`src/core_pkg.sv`:
```
package core_pkg;

    // Link dimensions
    localparam int Nti   = 16;
    localparam int Nadc  = 8;
    localparam int Noff  = 8;
    localparam int Nprbs = 7;

    // Datapath types
    typedef logic [Nadc-1:0]        adc_mag_t;
    typedef logic signed [Nadc:0]   lane_code_t;
    typedef logic signed [Noff-1:0] lane_offset_t;
    typedef logic [31:0]            bit_count_t;

    // Wishbone types
    typedef logic [7:0]  wb_addr_t;
    typedef logic [31:0] wb_data_t;

    // PRBS checker operating modes
    typedef enum logic [1:0] {
        CHK_RESET  = 2'd0,
        CHK_ALIGN  = 2'd1,
        CHK_CHECK  = 2'd2,
        CHK_FREEZE = 2'd3
    } checker_mode_t;

    // Register map, byte addresses
    localparam wb_addr_t REG_CTRL        = 8'h00;
    localparam wb_addr_t REG_TOTAL       = 8'h04;
    localparam wb_addr_t REG_CORRECT     = 8'h08;
    localparam wb_addr_t REG_OFFSET_BASE = 8'h40;

endpackage

```
`src/adc_retimer.sv`:
```
`timescale 1ns/10ps
`default_nettype none

module adc_retimer #(
    parameter int n_lanes = core_pkg::Nti,
    parameter int n_bits  = core_pkg::Nadc
) (
    input  wire logic                clk_adc_i,
    input  wire logic                reset_i,
    input  wire logic [n_bits-1:0]   adcout_i [n_lanes],
    input  wire logic [n_lanes-1:0]  adcout_sign_i,
    output logic      [n_bits-1:0]   aligned_mag_o [n_lanes],
    output logic      [n_lanes-1:0]  aligned_sign_o
);

    localparam int half = n_lanes / 2;

    logic [n_bits-1:0]  mag_q1 [n_lanes];
    logic [n_lanes-1:0] sign_q1;
    logic [n_bits-1:0]  mag_q2 [half];
    logic [half-1:0]    sign_q2;

    always_ff @(posedge clk_adc_i) begin
        if (reset_i) begin
            mag_q1  <= '{default: '0};
            sign_q1 <= '0;
            mag_q2  <= '{default: '0};
            sign_q2 <= '0;
        end else begin
            mag_q1  <= adcout_i;
            sign_q1 <= adcout_sign_i;
            // Lower lanes wait one more capture for their upper half
            for (int k = 0; k < half; k++) begin
                mag_q2[k] <= mag_q1[k];
            end
            sign_q2 <= sign_q1[half-1:0];
        end
    end

    always_comb begin
        for (int k = 0; k < n_lanes; k++) begin
            if (k < half) begin
                aligned_mag_o[k]  = mag_q2[k];
                aligned_sign_o[k] = sign_q2[k];
            end else begin
                aligned_mag_o[k]  = mag_q1[k];
                aligned_sign_o[k] = sign_q1[k];
            end
        end
    end

endmodule

`default_nettype wire

```
`src/adc_unfolding.sv`:
```
`timescale 1ns/10ps
`default_nettype none

module adc_unfolding #(
    parameter int n_bits = core_pkg::Nadc,
    parameter int n_off  = core_pkg::Noff
) (
    input  wire logic                   clk_adc_i,
    input  wire logic                   reset_i,
    input  wire core_pkg::adc_mag_t     mag_i,
    input  wire logic                   sign_i,
    input  wire core_pkg::lane_offset_t offset_i,
    output core_pkg::lane_code_t        code_o
);

    import core_pkg::*;

    // Two guard bits cover the sign and the offset subtraction
    localparam int w_sum = ((n_bits > n_off) ? n_bits : n_off) + 2;
    localparam logic signed [w_sum-1:0] code_max = (2 ** n_bits) - 1;
    localparam logic signed [w_sum-1:0] code_min = -(2 ** n_bits);

    logic signed [w_sum-1:0] mag_ext;
    logic signed [w_sum-1:0] off_ext;
    logic signed [w_sum-1:0] signed_val;
    logic signed [w_sum-1:0] diff;
    lane_code_t              code_sat;

    always_comb begin
        mag_ext    = w_sum'(mag_i);
        off_ext    = w_sum'(offset_i);
        signed_val = sign_i ? mag_ext : -mag_ext;
        diff       = signed_val - off_ext;
        if (diff > code_max) begin
            code_sat = lane_code_t'(code_max);
        end else if (diff < code_min) begin
            code_sat = lane_code_t'(code_min);
        end else begin
            code_sat = lane_code_t'(diff);
        end
    end

    always_ff @(posedge clk_adc_i) begin
        if (reset_i) begin
            code_o <= '0;
        end else begin
            code_o <= code_sat;
        end
    end

    // Retimer and offset register both settle right after reset
    a_code_known: assert property (@(posedge clk_adc_i) disable iff (reset_i)
        $past(!reset_i) |-> !$isunknown(code_o));

endmodule

`default_nettype wire

```
`src/prbs_checker.sv`:
```
`timescale 1ns/10ps
`default_nettype none

module prbs_checker #(
    parameter int n_lanes = core_pkg::Nti,
    parameter int n_prbs  = core_pkg::Nprbs
) (
    input  wire logic                    clk_adc_i,
    input  wire logic                    reset_i,
    input  wire core_pkg::lane_code_t    codes_i [n_lanes],
    input  wire core_pkg::checker_mode_t mode_i,
    output core_pkg::bit_count_t         total_bits_o,
    output core_pkg::bit_count_t         correct_bits_o
);

    import core_pkg::*;

    localparam int cnt_w = $clog2(n_lanes + 1);

    logic [n_lanes-1:0] rx_bits;
    logic [n_lanes-1:0] pred_bits;
    logic [n_prbs-1:0]  state_q;
    logic [n_prbs-1:0]  state_next;
    logic [n_prbs-1:0]  align_state;
    logic [cnt_w-1:0]   match_cnt;
    bit_count_t         total_q;
    bit_count_t         correct_q;

    // Sign decision, zero counts as a one
    always_comb begin
        for (int k = 0; k < n_lanes; k++) begin
            rx_bits[k] = (codes_i[k] >= 0);
        end
    end

    // State bit 0 is the newest symbol
    always_comb begin
        for (int i = 0; i < n_prbs; i++) begin
            align_state[i] = rx_bits[n_lanes-1-i];
        end
    end

    // Run the model across the word, lane 0 first
    always_comb begin
        state_next = state_q;
        for (int k = 0; k < n_lanes; k++) begin
            pred_bits[k] = state_next[n_prbs-1] ^ state_next[n_prbs-2];
            state_next   = {state_next[n_prbs-2:0], pred_bits[k]};
        end
    end

    always_comb begin
        match_cnt = '0;
        for (int k = 0; k < n_lanes; k++) begin
            match_cnt = match_cnt + cnt_w'(pred_bits[k] == rx_bits[k]);
        end
    end

    always_ff @(posedge clk_adc_i) begin
        if (reset_i) begin
            state_q   <= '0;
            total_q   <= '0;
            correct_q <= '0;
        end else begin
            case (mode_i)
                CHK_RESET: begin
                    state_q   <= '0;
                    total_q   <= '0;
                    correct_q <= '0;
                end
                CHK_ALIGN: begin
                    state_q <= align_state;
                end
                CHK_CHECK: begin
                    // Advance on predictions so one bad symbol costs one count
                    state_q   <= state_next;
                    total_q   <= total_q + bit_count_t'(n_lanes);
                    correct_q <= correct_q + bit_count_t'(match_cnt);
                end
                default: begin
                    state_q <= state_q;
                end
            endcase
        end
    end

    assign total_bits_o   = total_q;
    assign correct_bits_o = correct_q;

    // Mode comes from the register block and must be defined once out of reset
    a_mode_known: assert property (@(posedge clk_adc_i) disable iff (reset_i)
        !$isunknown(mode_i));

endmodule

`default_nettype wire

```
`src/wb_regs.sv`:
```
`timescale 1ns/10ps
`default_nettype none

module wb_regs #(
    parameter int n_lanes = core_pkg::Nti
) (
    input  wire logic                   clk_adc_i,
    input  wire logic                   reset_i,
    input  wire logic                   wb_cyc_i,
    input  wire logic                   wb_stb_i,
    input  wire logic                   wb_we_i,
    input  wire core_pkg::wb_addr_t     wb_adr_i,
    input  wire core_pkg::wb_data_t     wb_dat_i,
    output core_pkg::wb_data_t          wb_dat_o,
    output logic                        wb_ack_o,
    input  wire core_pkg::bit_count_t   total_bits_i,
    input  wire core_pkg::bit_count_t   correct_bits_i,
    output core_pkg::checker_mode_t     checker_mode_o,
    output core_pkg::lane_offset_t      offsets_o [n_lanes]
);

    import core_pkg::*;

    localparam int idx_w = $clog2(n_lanes);

    logic               ack_q;
    logic               req;
    wb_data_t           dat_q;
    wb_data_t           rd_data;
    wb_addr_t           off_rel;
    logic               off_hit;
    logic [idx_w-1:0]   off_idx;
    checker_mode_t      mode_q;
    lane_offset_t       offsets_q [n_lanes];

    // No new request while the ack of the last one is out
    assign req = wb_cyc_i && wb_stb_i && !ack_q;

    // Offset window, one word per lane
    assign off_rel = wb_adr_i - REG_OFFSET_BASE;
    assign off_idx = off_rel[2 +: idx_w];
    assign off_hit = (wb_adr_i >= REG_OFFSET_BASE) && (off_rel[1:0] == 2'b00)
                     && ((off_rel >> 2) < n_lanes);

    always_comb begin
        rd_data = '0;
        if (wb_adr_i == REG_CTRL) begin
            rd_data = wb_data_t'(mode_q);
        end else if (wb_adr_i == REG_TOTAL) begin
            rd_data = total_bits_i;
        end else if (wb_adr_i == REG_CORRECT) begin
            rd_data = correct_bits_i;
        end else if (off_hit) begin
            rd_data = wb_data_t'($unsigned(offsets_q[off_idx]));
        end
    end

    always_ff @(posedge clk_adc_i) begin
        if (reset_i) begin
            ack_q     <= 1'b0;
            mode_q    <= CHK_RESET;
            offsets_q <= '{default: '0};
        end else begin
            ack_q <= req;
            if (req && wb_we_i) begin
                if (wb_adr_i == REG_CTRL) begin
                    mode_q <= checker_mode_t'(wb_dat_i[1:0]);
                end
                if (off_hit) begin
                    offsets_q[off_idx] <= lane_offset_t'(wb_dat_i[Noff-1:0]);
                end
            end
        end
    end

    // Read data travels with the ack
    always_ff @(posedge clk_adc_i) begin
        if (req) begin
            dat_q <= rd_data;
        end
    end

    assign wb_ack_o       = ack_q;
    assign wb_dat_o       = dat_q;
    assign checker_mode_o = mode_q;
    assign offsets_o      = offsets_q;

    a_ack_after_cyc: assert property (@(posedge clk_adc_i) disable iff (reset_i)
        wb_ack_o |-> $past(wb_cyc_i));

    a_ack_single: assert property (@(posedge clk_adc_i) disable iff (reset_i)
        wb_ack_o |=> !wb_ack_o);

endmodule

`default_nettype wire

```
`src/digital_core.sv`:
```
`timescale 1ns/10ps
`default_nettype none

module digital_core #(
    parameter int n_lanes = core_pkg::Nti,
    parameter int n_bits  = core_pkg::Nadc
) (
    input  wire logic                clk_adc_i,
    input  wire logic                reset_i,
    input  wire core_pkg::adc_mag_t  adcout_i [n_lanes],
    input  wire logic [n_lanes-1:0]  adcout_sign_i,
    input  wire logic                wb_cyc_i,
    input  wire logic                wb_stb_i,
    input  wire logic                wb_we_i,
    input  wire core_pkg::wb_addr_t  wb_adr_i,
    input  wire core_pkg::wb_data_t  wb_dat_i,
    output core_pkg::wb_data_t       wb_dat_o,
    output logic                     wb_ack_o
);

    import core_pkg::*;

    adc_mag_t           aligned_mag [n_lanes];
    logic [n_lanes-1:0] aligned_sign;
    lane_code_t         unfolded [n_lanes];
    lane_offset_t       offsets [n_lanes];
    checker_mode_t      checker_mode;
    bit_count_t         total_bits;
    bit_count_t         correct_bits;

    // Staggered sub-ADC lanes into one symbol word
    adc_retimer #(
        .n_lanes (n_lanes),
        .n_bits  (n_bits)
    ) i_retimer (
        .clk_adc_i      (clk_adc_i),
        .reset_i        (reset_i),
        .adcout_i       (adcout_i),
        .adcout_sign_i  (adcout_sign_i),
        .aligned_mag_o  (aligned_mag),
        .aligned_sign_o (aligned_sign)
    );

    for (genvar k = 0; k < n_lanes; k++) begin : lane_slice
        adc_unfolding #(
            .n_bits (n_bits),
            .n_off  (Noff)
        ) i_unfold (
            .clk_adc_i (clk_adc_i),
            .reset_i   (reset_i),
            .mag_i     (aligned_mag[k]),
            .sign_i    (aligned_sign[k]),
            .offset_i  (offsets[k]),
            .code_o    (unfolded[k])
        );
    end

    prbs_checker #(
        .n_lanes (n_lanes),
        .n_prbs  (Nprbs)
    ) i_checker (
        .clk_adc_i      (clk_adc_i),
        .reset_i        (reset_i),
        .codes_i        (unfolded),
        .mode_i         (checker_mode),
        .total_bits_o   (total_bits),
        .correct_bits_o (correct_bits)
    );

    // Software access to offsets, mode and counters
    wb_regs #(
        .n_lanes (n_lanes)
    ) i_regs (
        .clk_adc_i      (clk_adc_i),
        .reset_i        (reset_i),
        .wb_cyc_i       (wb_cyc_i),
        .wb_stb_i       (wb_stb_i),
        .wb_we_i        (wb_we_i),
        .wb_adr_i       (wb_adr_i),
        .wb_dat_i       (wb_dat_i),
        .wb_dat_o       (wb_dat_o),
        .wb_ack_o       (wb_ack_o),
        .total_bits_i   (total_bits),
        .correct_bits_i (correct_bits),
        .checker_mode_o (checker_mode),
        .offsets_o      (offsets)
    );

endmodule

`default_nettype wire

```
`config.mk`:
```
export PLATFORM = sky130hd
export DESIGN_NAME = digital_core
export DESIGN_NICKNAME = d
export VERILOG_FILES = /design/src/core_pkg.sv /design/src/adc_retimer.sv /design/src/adc_unfolding.sv /design/src/prbs_checker.sv /design/src/wb_regs.sv /design/src/digital_core.sv
export SDC_FILE = /design/constraint.sdc
export NUM_CORES = 1
export LEC_CHECK = 0
export BUFFER_PORTS_ARGS = -buffer_cell sky130_fd_sc_hd__buf_2
export CAP_MARGIN = 20
export CORE_MARGIN = 2
export CORE_UTILIZATION = 45
export DETAILED_ROUTE_END_ITERATION = 12
export PLACE_DENSITY_LB_ADDON = 0.2
export SLEW_MARGIN = 10
export SYNTH_ARGS = -nofsm -noshare
export SYNTH_HDL_FRONTEND = slang
export SYNTH_SLANG_ARGS = --single-unit
export TNS_END_PERCENT = 100
```
`constraint.sdc`:
```
create_clock -name clk_adc_i -period 16.75 [get_ports clk_adc_i]
set_input_delay 3.35 -clock clk_adc_i [delete_from_list [all_inputs] [get_ports clk_adc_i]]
set_output_delay 3.35 -clock clk_adc_i [all_outputs]
set_load 0.005 [all_outputs]
```
# Word-level counts from Yosys, hierarchy flattened
# Index checks and enable logic that the tools add are counted.
word_totals:
  reg_bits: 594
  inputBits: 189
  output_inout_bits: 33
  word_cells: 311
classes:
  addsub: 50
  magnitude_cmp: 52
  eq_ne: 20
  mux: 61
  bitwise_logic: 17
  reduce_logical: 30
op_table:
  columns: ["cell", "count"]
  rows:
  - ["$gt 10x9->1 const B", 16]
  - ["$lt 10x9->1 const B", 16]
  - ["$mux 10", 16]
  - ["$mux 8", 20]
  - ["$neg 8->10", 16]
  - ["$sub 10x8->10", 16]
  - ["$ge 9x1->1 const B", 16]
  - ["$mux 9", 16]
  - ["$bwmux 128", 1]
  - ["$pmux 32 s2", 2]
  - ["$add 5x1->5", 14]
  - ["$mux 32", 2]
  - ["$add 32x5->32", 1]
  - ["$add 32x5->32 const B", 1]
  - ["$bmux 8 s4", 1]
  - ["$demux 8 s4", 1]
  - ["$reduce_or 2->1", 16]
  - ["$pmux 7 s3", 1]
  - ["$eq 1x1->1", 16]
  - ["$xor 1x1->1", 16]
  - ["$eq 8x3->1 const B", 1]
  - ["$eq 8x4->1 const B", 1]
  - ["$ge 8x7->1 const B", 1]
  - ["$logic_not 8->1", 1]
  - ["15 further kinds", 22]

# Logic depth before layout (Yosys ltp)
# Gate-level depths: netlist of run 1.
logic_depth:
  word_depth: 19
  ltp_mapped: 24
  depth_no_buf: 22

# Cells and area by module
# From an unflattened synthesis of run 1, not the netlist that was laid out.
unflattened:
  cells_unflattened: 3351
  hier_area_um2: 32242.2
modules_own_cells:
  columns: ["mod", "instances", "cells_per_inst", "area_per_inst_um2", "seq_area_each_um2"]
  rows:
  - ["adc_unfolding", 16, 108, 885.8, 180.2]
  - ["wb_regs", 1, 615, 7292.0, 3583.4]
  - ["adc_retimer", 1, 528, 6671.4, 4324.1]
  - ["prbs_checker", 1, 480, 4105.2, 1341.3]

# Worst setup path after synthesis of run 1
# Ideal clock, no wire load.
synth_path:
  path_kind: "reg-to-reg"
  startpoint: "register i_checker.state_q[4]"
  endpoint: "register i_checker.correct_q[12] (netlist: i_checker.correct_bits_o[12])"
  setup_time_ps: 70
  arrival_time_ps: 6034
  t_required_ps: 16680
  path_slack_ps: 10646
  path_stages_with_launch: 20
  n_path_buf: 2
  period_less_slack_ps: 6104
  cell_sequence: "dfxtp_1 -> clkbuf_1 -> xnor2_1 -> xnor2_1 -> ha_1 -> inv_1 -> fa_1 -> fa_1 -> inv_1 -> fa_1 -> fa_1 -> inv_1 -> fa_1 -> fa_1 -> fa_1 -> o21ai_0 -> a21oi_1 -> clkbuf_1 -> or3_2 -> a21oi_1"
synth_between:
  elab_chain_len: 19
  word_cells_on_any_way: 33
  cone_classes: "add/sub (16); eq/ne (8); mux (1); bitwise (8)"
synth_rtl:
  columns: ["element", "line_no", "source"]
  rows:
  - ["start: declaration", "prbs_checker.sv:22", "logic [n_prbs-1:0] state_q;"]
  - ["start signal: assignment", "prbs_checker.sv:72", "state_q <= align_state;"]
  - ["start signal: assignment", "prbs_checker.sv:76", "state_q <= state_next;"]
  - ["start signal: assignment", "prbs_checker.sv:81", "state_q <= state_q;"]
  - ["$xor 1x1->1", "prbs_checker.sv:47", "pred_bits[k] = state_next[n_prbs-1] ^ state_next[n_prbs-2];"]
  - ["$eq 1x1->1", "prbs_checker.sv:55", "match_cnt = match_cnt + cnt_w'(pred_bits[k] == rx_bits[k]);"]
  - ["$add 1x1->2", "prbs_checker.sv:55", null]
  - ["$add 5x1->5 (13 in series)", "prbs_checker.sv:55", null]
  - ["$add 5x1->5 *", "prbs_checker.sv:55", null]
  - ["$add 32x5->32 *", "prbs_checker.sv:78", "correct_q <= correct_q + bit_count_t'(match_cnt);"]
  - ["$pmux 32 s2 *", "prbs_checker.sv:65", "case (mode_i)"]
  - ["end signal: assignment", "prbs_checker.sv:78", null]
  - ["end: declaration", "prbs_checker.sv:27", "bit_count_t correct_q;"]
# Every way passes the cells marked *; elsewhere a longest branch is shown, timed or not.
# A chain may end at the register's enable or synchronous reset.

# Worst setup path in the final report of run 1
layout_path:
  startpoint: "register i_checker.state_q[4]"
  endpoint: "register i_checker.correct_q[23] (netlist: i_checker.correct_bits_o[23])"
# Same word-level chain as after synthesis.

==> results of run 1 <==
-- where the power goes --
group | switching [W] | internal, W
logic | 0.000225 | 0.000199
registers | 0.0000251 | 0.00114
clock network | 0.000450 | 0.000677
-- placed cells by master, fill, tap and decap left out, drive strengths merged, types with 56 or more instances in the layout --
cell and count:
xor2 99, clkbuf 73, inv 188, ha 177, buf 210, nor2 249, dfxtp 430, a21oi 172
nor2b 240, nand2 117, mux2i 81, xnor2 56, nand3 85
-- metal layers --
layer  vias to the layer above  track usage  wire, um
met4                         2      0.06967      1726
met2                       506       0.3631     27640
met5                         -            0        16
met1                      8509       0.2645     24260
li1                       8891            -         -
met3                        94      0.03738      3676
-- critical path, stage by stage, from the launching register on --
cell,delay (ps)
dfxtp_1,380
xnor2_1,580
xnor2_1,140
ha_1,310
inv_1,50
fa_1,500
fa_1,550
inv_1,50
fa_1,500
fa_1,540
inv_1,50
fa_1,470
fa_1,550
inv_1,60
ha_1,270
a21o_1,110
a21oi_1,110
o21ai_0,700
nand2b_1,350
or3_1,400
a21oi_1,140
-- sequential cells by signal, summed over array words and instances, names as in the netlist --
signal,cells
i_regs.offsets_o,128
i_retimer.aligned_mag_o,128
i_retimer.mag_q1,64
i_checker.correct_bits_o,32
i_regs.wb_dat_o,32
i_checker.total_bits_o,28
i_retimer.sign_q1,16
lane_slice.i_unfold.code_o,16
i_retimer.sign_q2,8
i_checker.state_q,7
i_regs.checker_mode_o,2
i_regs.wb_ack_o,1
-- worst max-delay path by stage --
stage | from | to | slack, ps | depth (start not counted)
after floorplan | i_checker.state_q[4] | i_checker.correct_bits_o[12] | 10650 | 19
after global placement | i_checker.state_q[4] | i_checker.correct_bits_o[23] | 9990 | 20
after detailed placement | i_checker.state_q[4] | i_checker.correct_bits_o[23] | 9860 | 20
after CTS | i_checker.state_q[4] | i_checker.correct_bits_o[23] | 9820 | 20
after global routing | i_checker.state_q[4] | i_checker.correct_bits_o[23] | 9560 | 20
final | i_checker.state_q[4] | i_checker.correct_bits_o[23] | 9860 | 20
-- final cells by class --
class,count,share of cell area
Multi-Input combinational cell,1740,0.4784
Sequential cell,462,0.3586
Clock buffer,73,0.05429
Timing Repair Buffer,210,0.04144
Tap cell,680,0.03188
Inverter,186,0.02616
Clock inverter,18,0.008908
Antenna cell,4,0.0003751
-- metrics by stage --
stage | std cells | util | hold slack, ps
after floorplan | 2523 | - | 413.8
after global placement | 3277 | 0.4850 | 418.7
after detailed placement | 3277 | 0.4850 | 420.4
after CTS | 3368 | 0.5178 | 434.8
after global routing | 3369 | 0.5179 | 454.8
final | 3373 | 0.5181 | 434.0
-- cell families after synthesis --
group | after synthesis | synth area share
AND/OR/NAND/NOR | 868 | 0.1942
flip-flops | 462 | 0.4062
AO/OA/AOI/OAI | 386 | 0.1034
buffers and inverters | 321 | 0.05200
adder cells (fa/ha/maj) | 188 | 0.1034
XOR/XNOR | 155 | 0.05763
multiplexers | 143 | 0.08318
==> impl_metrics.csv, run 1 <==
group,metric,value,unit
route,route.vias.total,18000,
final_layout,seqCellArea,9569,sq um
clocking,cts_post_setup_buffers_inserted,0,
clocking,tritoncts_buffer_count,50,
place,gp_congestion,0.8838,
power_and_ir_drop,power.density,102.0,nW/um^2
grt,pin_count_of_the_biggest_net_entering_global_routing,208,
sta,finalClockSkew,19.40,ps
sta,fin_tns_setup,0,ps
clocking,max-clock-path-buffers,3,
clocking,clock_sink_count,462,
route,drc,0,
clocking,cts_max_level,2,
sta,max_clock_freq,0.1451,GHz
route,drt_pre_antenna_iters,6,
clocking,clock_root_buffer,"clkbuf_16",
critical_path,critPathMaxFanout,7,
yosys,synth.avg_cell_area,9.337,sq um
route,detail_route.iter0.violations,1290,
yosys,syn-instance-count,2523,
yosys,yosys_most_used_dff,"dfxtp_1",
critical_path,r2r-start,"i_checker.state_q[4]",
critical_path,cp_data_arrival_time,7400,ps
sta,worst_slew_pin_slew,1115,ps
sta,clock_period_minus_worst_slack,6892,ps
clocking,clk_pin_slew_worst_paths,60,ps
die,die_height,232.8,um
place,placement.io_buffers,197,
sta,setup_repair_after_global_routing_missed_its_margin,"no",
grt,grtUsageTotal,0.2103,
hold_path,hold-path-cell-count,1,
clocking,insertion_delay,600,ps
final_layout,finalNetCount,3027,
grt,number_of_global_route_vias_before_repair,17520,
yosys,yosys.area.top_type,"dfxtp_1",
sta,hold_violation_total_from_the_final_report,0,
die,num_rows,83,
final_layout,area_growth,13.29,%
final_layout,fin_area,26690,sq um
sta,layout_setup_ws,9858,ps
die,die_outline_area,54190,sq um
hold_path,worst_hold_path.endpoint,"i_retimer.aligned_mag_o[110]",
die,die_w,232.8,um
yosys,synth_most_common_cell,"dfxtp_1",
route,route.detailed.vias_per_inst,5.337,
job,maxCapViolCount,0,
power_and_ir_drop,totalPowerFinal,0.002721,W
place,placed_area,24980,sq um
clocking,cts_tree,"done",
critical_path,critical_path.reg2reg.endpoint,"i_checker.correct_bits_o[23]",
critical_path,timing.reg2reg.worst_path_depth,20,
route,wl_per_cell,16.99,um
final_layout,drive_gt1_frac,0.1398,
yosys,yosysWarnings,0,
grt,globalRoute.totalOverflow,0,
yosys,synth.cell_area,23560,sq um
critical_path,regToRegSetupSlack,9860,ps
place,place_ws,9858,ps
critical_path,worst_ep_required_time,17260,ps
yosys,synth_fp_nets,2900,
yosys,async_reset_ff_frac,0,
final_layout,filler_cell_count,4728,
critical_path,crit_path_start_kind,"register",
status,result_of_the_run,"complete, no violations",
route,routed_wirelength,57320,um
yosys,synth.top_cells.by_area,"dfxtp_1 37%, ha_1 9.4%, nor2b_1 6.4%",
grt,grt_first_pass_wirelength,90530,um
sta,finalCritPeriodShare,0.4114,
critical_path,endpoint_kind,"register",
place,dp_hpwl,41720,um
hold_path,hold_path.class,"register to register",
yosys,synth_enable_flop_cells,32,
yosys,synthTopCellsByCount,"430 x dfxtp_1, 243 x nor2_1, 240 x nor2b_1",
power_and_ir_drop,peakVddDrop,71.62,uV
sta,setup_viol,0,
clocking,ctsHoldBuffers,0,
power_and_ir_drop,power.static_leakage,10.44,nW
clocking,post_cts_resize_count,0,
yosys,number_of_distinct_standard_cells_referenced_by_the_synthesized_netlist,68,
yosys,synth.top_cell.area_share,0.3654,
sta,drv_slew,0,
route,postRouteAntennaNets,0,
hold_path,min-delay-start,"i_retimer.mag_q1[110]",
yosys,synth-seq-cells,462,
sta,timing.slew.headroom,0.2569,
yosys,yosysSeqAreaShare,0.4062,
die,starting_density_of_the_core,0.4573,
die,io_pins,222,
final_layout,multi_input_area,12770,sq um
die,core-area,51510,sq um
critical_path,path_class,"register to register",
grt,antenna_found_initial,3,
Note: power is estimated with default switching activity, not from simulation.
==> inputs of run 2 (changes only) <==
==> constraint.sdc (replaced) <==
create_clock -name clk_adc_i -period 6.8 [get_ports clk_adc_i]
set_input_delay 1.36 -clock clk_adc_i [delete_from_list [all_inputs] [get_ports clk_adc_i]]
set_output_delay 1.36 -clock clk_adc_i [all_outputs]
set_load 0.005 [all_outputs]
==> impl_metrics.csv, run 2 (synthesized netlist as in run 1, its figures left out) <==
group,metric,value,unit
status,result_of_the_run,"complete, no violations",
place,placement.io_buffers,197,
sta,clock_period_minus_worst_slack,6389,ps
sta,drv_slew,0,
power_and_ir_drop,share_of_total_power_consumed_by_net_switching,0.2553,
final_layout,finalNetCount,3028,
die,die_w,232.8,um
sta,fin_tns_setup,0,ps
critical_path,path_class,"register to register",
clocking,cts_post_setup_buffers_inserted,0,
sta,hold_slack,431.9,ps
clocking,clock_root_buffer,"clkbuf_16",
die,num_rows,83,
die,io_pins,222,
critical_path,critPathMaxFanout,15,
sta,setup_viol,0,
power_and_ir_drop,netSwitchingPower,0.001783,W
clocking,cts_tree,"done",
final_layout,most_common_cell_after_layout_fill_and_taps_aside,"dfxtp_1",
power_and_ir_drop,totalPowerFinal,0.006983,W
critical_path,cp_data_arrival_time,6910,ps
clocking,post_cts_resize_count,0,
route,postRouteAntennaNets,0,
die,core-area,51510,sq um
grt,grtUsageTotal,0.2104,
place,gp_congestion,0.8526,
route,drt_pre_antenna_iters,5,
final_layout,layout.cells.most_common_list,"430 x dfxtp_1, 243 x nor2_1, 238 x nor2b_1",
power_and_ir_drop,clockPowerShare,0.438,
clocking,tritoncts_buffer_count,52,
sta,max_clock_freq,0.1565,GHz
power_and_ir_drop,peakVddDrop,186.6,uV
route,route.detailed.vias_per_inst,5.296,
die,starting_density_of_the_core,0.4573,
die,die_outline_area,54190,sq um
clocking,cts_max_level,2,
sta,finalCritPeriodShare,0.9396,
power_and_ir_drop,power.static_leakage,10.55,nW
power_and_ir_drop,share_seq_of_total_power,0.412,
clocking,clk_pin_slew_worst_paths,60,ps
route,wl_per_cell,16.87,um
grt,number_of_global_route_vias_before_repair,17470,
grt,globalRoute.totalOverflow,0,
sta,timing.slew.headroom,0.2587,
clocking,clock_sink_count,462,
clocking,insertion_delay,600,ps
route,detail_route.iter0.violations,1231,
place,dp_hpwl,42070,um
clocking,ctsHoldBuffers,0,
route,routed_wirelength,57080,um
sta,finalClockSkew,18.92,ps
critical_path,endpoint_kind,"register",
power_and_ir_drop,internal_power,0.005200,W
critical_path,worst_ep_required_time,7320,ps
final_layout,area_growth,14.21,%
job,maxCapViolCount,0,
grt,grt_first_pass_wirelength,91070,um
critical_path,crit_path_start_kind,"register",
sta,worst_slew_pin_slew,1112,ps
power_and_ir_drop,share_comb_of_total_power,0.150,
route,drc,0,
route,route.vias.total,17920,
hold_path,hold_path.class,"register to register",
final_layout,filler_cell_count,4755,
grt,pin_count_of_the_biggest_net_entering_global_routing,212,
sta,hold_violation_total_from_the_final_report,0,
clocking,max-clock-path-buffers,3,
die,die_height,232.8,um
sta,setup_repair_after_global_routing_missed_its_margin,"no",
power_and_ir_drop,power.density,259.5,nW/um^2
final_layout,drive_gt1_frac,0.1447,
grt,antenna_found_initial,4,
-- run 2: final timing paths --
check	start	endpoint	slack (ps)	cells after the start
max	i_checker.state_q[6]	i_checker.correct_bits_o[18]	410	17
min reg2reg	i_retimer.sign_q1[5]	i_retimer.sign_q2[5]	430	1
min	i_retimer.sign_q1[5]	i_retimer.sign_q2[5]	430	1
max reg2reg	i_checker.state_q[6]	i_checker.correct_bits_o[18]	410	17
-- run 2: stage by stage --
step | area [sq um] | setup slack, ps | utilization | cells
3_5_place_dp | 24980 | 261.4 | 0.4850 | 3277
3_3_place_gp | 24980 | 453.3 | 0.4850 | 3277
6_report | 26900 | 410.9 | 0.5223 | 3383
2_1_floorplan | 23560 | 696.0 | - | 2523
4_1_cts | 26880 | 234.1 | 0.5219 | 3375
5_1_grt | 26890 | 87.32 | 0.5220 | 3376
-- run 2: final cells by class --
cell class / count / area (sq um) / share of cell area
Clock buffer: 68 / 1484 / 0.05515
Timing Repair Buffer: 209 / 1099 / 0.04083
Clock inverter: 30 / 412.9 / 0.01535
Antenna cell: 8 / 20.02 / 0.0007441
Sequential cell: 462 / 9569 / 0.3557
Inverter: 186 / 698.2 / 0.02595
Tap cell: 680 / 850.8 / 0.03162
Multi-Input combinational cell: 1740 / 12770 / 0.4747
-- run 2: metal layers --
metal	GRT usage	vias up	wire length (um)
met1	0.2714	8452	24620
met5	0	-	13
met2	0.3677	471	27980
li1	-	8921	-
met4	0.05951	2	1231
met3	0.02733	72	3236
-- run 2: worst max-delay path, stage by stage (launching register included) --
cell and delay, ps:
dfxtp_1 350, xnor2_1 450, xnor2_1 120, ha_1 290
inv_1 50, fa_1 520, fa_1 540, inv_1 50
fa_1 500, fa_1 540, inv_1 50, fa_1 470
fa_1 500, fa_1 450, o21ai_0 430, a21oi_2 280
or4_1 560, a21oi_1 140
-- run 2: power groups by stage --
stage	combinational, W	sequential (W)	clock [W]
floorplan	0.000810	0.00291	0
global placement	0.00101	0.00294	0
detailed placement	0.00105	0.00294	0
CTS	0.00106	0.00288	0.00313
global route	0.00120	0.00289	0.00324
finish	0.00105	0.00288	0.00306
==> inputs of run 3 (changes only) <==
==> constraint.sdc (replaced) <==
create_clock -name clk_adc_i -period 8.11 [get_ports clk_adc_i]
set_input_delay 1.622 -clock clk_adc_i [delete_from_list [all_inputs] [get_ports clk_adc_i]]
set_output_delay 1.622 -clock clk_adc_i [all_outputs]
set_load 0.005 [all_outputs]
==> impl_metrics.csv, run 3 (synthesized netlist as in run 1, its figures left out) <==
group,metric,value,unit
place,placement.io_buffers,197,
critical_path,path_common_cell,"fa_1",
route,route.detailed.vias_per_inst,5.356,
clocking,post_cts_resize_count,0,
critical_path,timing.reg2reg.worst_path_depth,20,
critical_path,r2r-start,"i_checker.state_q[4]",
clocking,max-clock-path-buffers,3,
power_and_ir_drop,power.static_leakage,10.50,nW
die,die_height,232.8,um
critical_path,critical_path_top_delay_cell,"o21ai_0",
sta,fin_tns_setup,0,ps
critical_path,cp_slowest_stage_delay,660,ps
critical_path,regToRegSetupSlack,1350,ps
grt,grtUsageTotal,0.2121,
status,result_of_the_run,"complete, no violations",
hold_path,min-delay-start,"i_retimer.mag_q1[118]",
clocking,cts_max_level,2,
sta,worst_slew_pin_slew,1101,ps
route,wl_per_cell,17.00,um
route,drc,0,
clocking,cts_tree,"done",
route,drt_pre_antenna_iters,5,
sta,clock_period_minus_worst_slack,6757,ps
place,dp_hpwl,41960,um
hold_path,hold-path-cell-count,1,
final_layout,drive_gt1_frac,0.1416,
clocking,insertion_delay,600,ps
critical_path,critPathMaxFanout,7,
grt,number_of_global_route_vias_before_repair,17890,
sta,max_clock_freq,0.1480,GHz
sta,finalCritPeriodShare,0.8332,
critical_path,cp.buffers_inverters,4,
route,route.vias.total,18070,
final_layout,area_growth,13.74,%
critical_path,worst_ep_required_time,8620,ps
grt,globalRoute.totalOverflow,0,
critical_path,path_class,"register to register",
route,postRouteAntennaNets,0,
die,die_w,232.8,um
clocking,cts_post_setup_buffers_inserted,0,
sta,drv_slew,0,
clocking,clk_pin_slew_worst_paths,60,ps
die,die_outline_area,54190,sq um
sta,timing.slew.headroom,0.2659,
sta,setup_repair_after_global_routing_missed_its_margin,"no",
job,maxCapViolCount,0,
final_layout,finalNetCount,3026,
sta,finalClockSkew,16.37,ps
sta,setup_viol,0,
route,routed_wirelength,57360,um
place,placed_area,24990,sq um
place,gp_congestion,0.8964,
die,io_pins,222,
critical_path,crit_path_start_kind,"register",
hold_path,worst_hold_path.endpoint,"i_retimer.aligned_mag_o[118]",
route,detail_route.iter0.violations,1359,
final_layout,fin_area,26790,sq um
hold_path,hold_path.class,"register to register",
critical_path,crit_chain,"xnor2_1 -> xnor2_1 -> ha_1 -> inv_1 -> fa_1 -> fa_1 -> inv_1 -> fa_1 -> fa_1 -> inv_1 -> fa_1 -> fa_1 -> inv_1 -> ha_1 -> a21o_1 -> a21oi_1 -> o21ai_0 -> nand2b_1 -> or3_1 -> a21oi_1",
critical_path,critical_path.reg2reg.endpoint,"i_checker.correct_bits_o[23]",
final_layout,most_common_cell_after_layout_fill_and_taps_aside,"dfxtp_1",
sta,hold_violation_total_from_the_final_report,0,
grt,grt_first_pass_wirelength,91430,um
clocking,clock_sink_count,462,
critical_path,critical-path-top-delay-family,"adder cells",
clocking,tritoncts_buffer_count,51,
power_and_ir_drop,peakVddDrop,135.5,uV
critical_path,endpoint_kind,"register",
grt,pin_count_of_the_biggest_net_entering_global_routing,150,
final_layout,layout.cells.most_common_list,"430 x dfxtp_1, 243 x nor2_1, 238 x nor2b_1",
clocking,ctsHoldBuffers,0,
die,core-area,51510,sq um
die,num_rows,83,
critical_path,cp_data_arrival_time,7270,ps
die,starting_density_of_the_core,0.4573,
clocking,clock_root_buffer,"clkbuf_16",
power_and_ir_drop,power.density,213.9,nW/um^2
critical_path,critPathLaunch,"i_checker.state_q[4]",
grt,antenna_found_initial,3,
==> run 3: cell count changes in the layout (fill, tap and decap cells not counted), sizes merged <==
cell	previous run	this run
buf	209	208
inv	193	187
clkinvlp	2	1
bufinv	9	6
clkbuf	68	74
diode	8	2
clkinv	12	13
==> run 3: stage by stage <==
stage	total power, W	util	hold slack [ps]	instances	worst slack [ps]
global placement	0.003308	0.4851	421.4	3276	1415
detailed placement	0.003344	0.4851	424.8	3276	1346
CTS	0.005793	0.5201	434.6	3371	1354
global route	0.006009	0.5201	445.9	3372	900.5
finish	0.005732	0.5202	425.9	3373	1353
floorplan	0.003123	-	413.8	2523	2006
==> run 3: area by class of cell <==
| type | count | area (sq um) |
|---|---|---|
| Antenna cell | 2 | 5.005 |
| Clock buffer | 74 | 1515 |
| Timing Repair Buffer | 208 | 1104 |
| Tap cell | 680 | 850.8 |
| Inverter | 186 | 698.2 |
| Clock inverter | 21 | 284.0 |
| Sequential cell | 462 | 9569 |
| Fill cell | 4751 | 24720 |
| Multi-Input combinational cell | 1740 | 12770 |
==> run 3: where the power goes <==
group	switching, W	internal [W]
clock	0.000953	0.00149
combinational	0.000467	0.000409
sequential	0.0000487	0.00236
==> run 3: worst max path at each step <==
stage / depth (start not counted) / endpoint / slack, ps
global route: 20 / i_checker.correct_bits_o[23] / 900
detailed placement: 20 / i_checker.correct_bits_o[23] / 1350
finish: 20 / i_checker.correct_bits_o[23] / 1350
global placement: 20 / i_checker.correct_bits_o[23] / 1410
CTS: 20 / i_checker.correct_bits_o[23] / 1350
floorplan: 19 / i_checker.correct_bits_o[12] / 2010
==> run 3: per-layer routing <==
metal,share of wire,wire length (um),vias up,global-route usage
met5,0.00026,15,-,0
met4,0.040,2318,2,0.09713
met3,0.059,3407,130,0.03370
met2,0.48,27280,489,0.3620
met1,0.42,24340,8543,0.2625
li1,-,-,8902,-
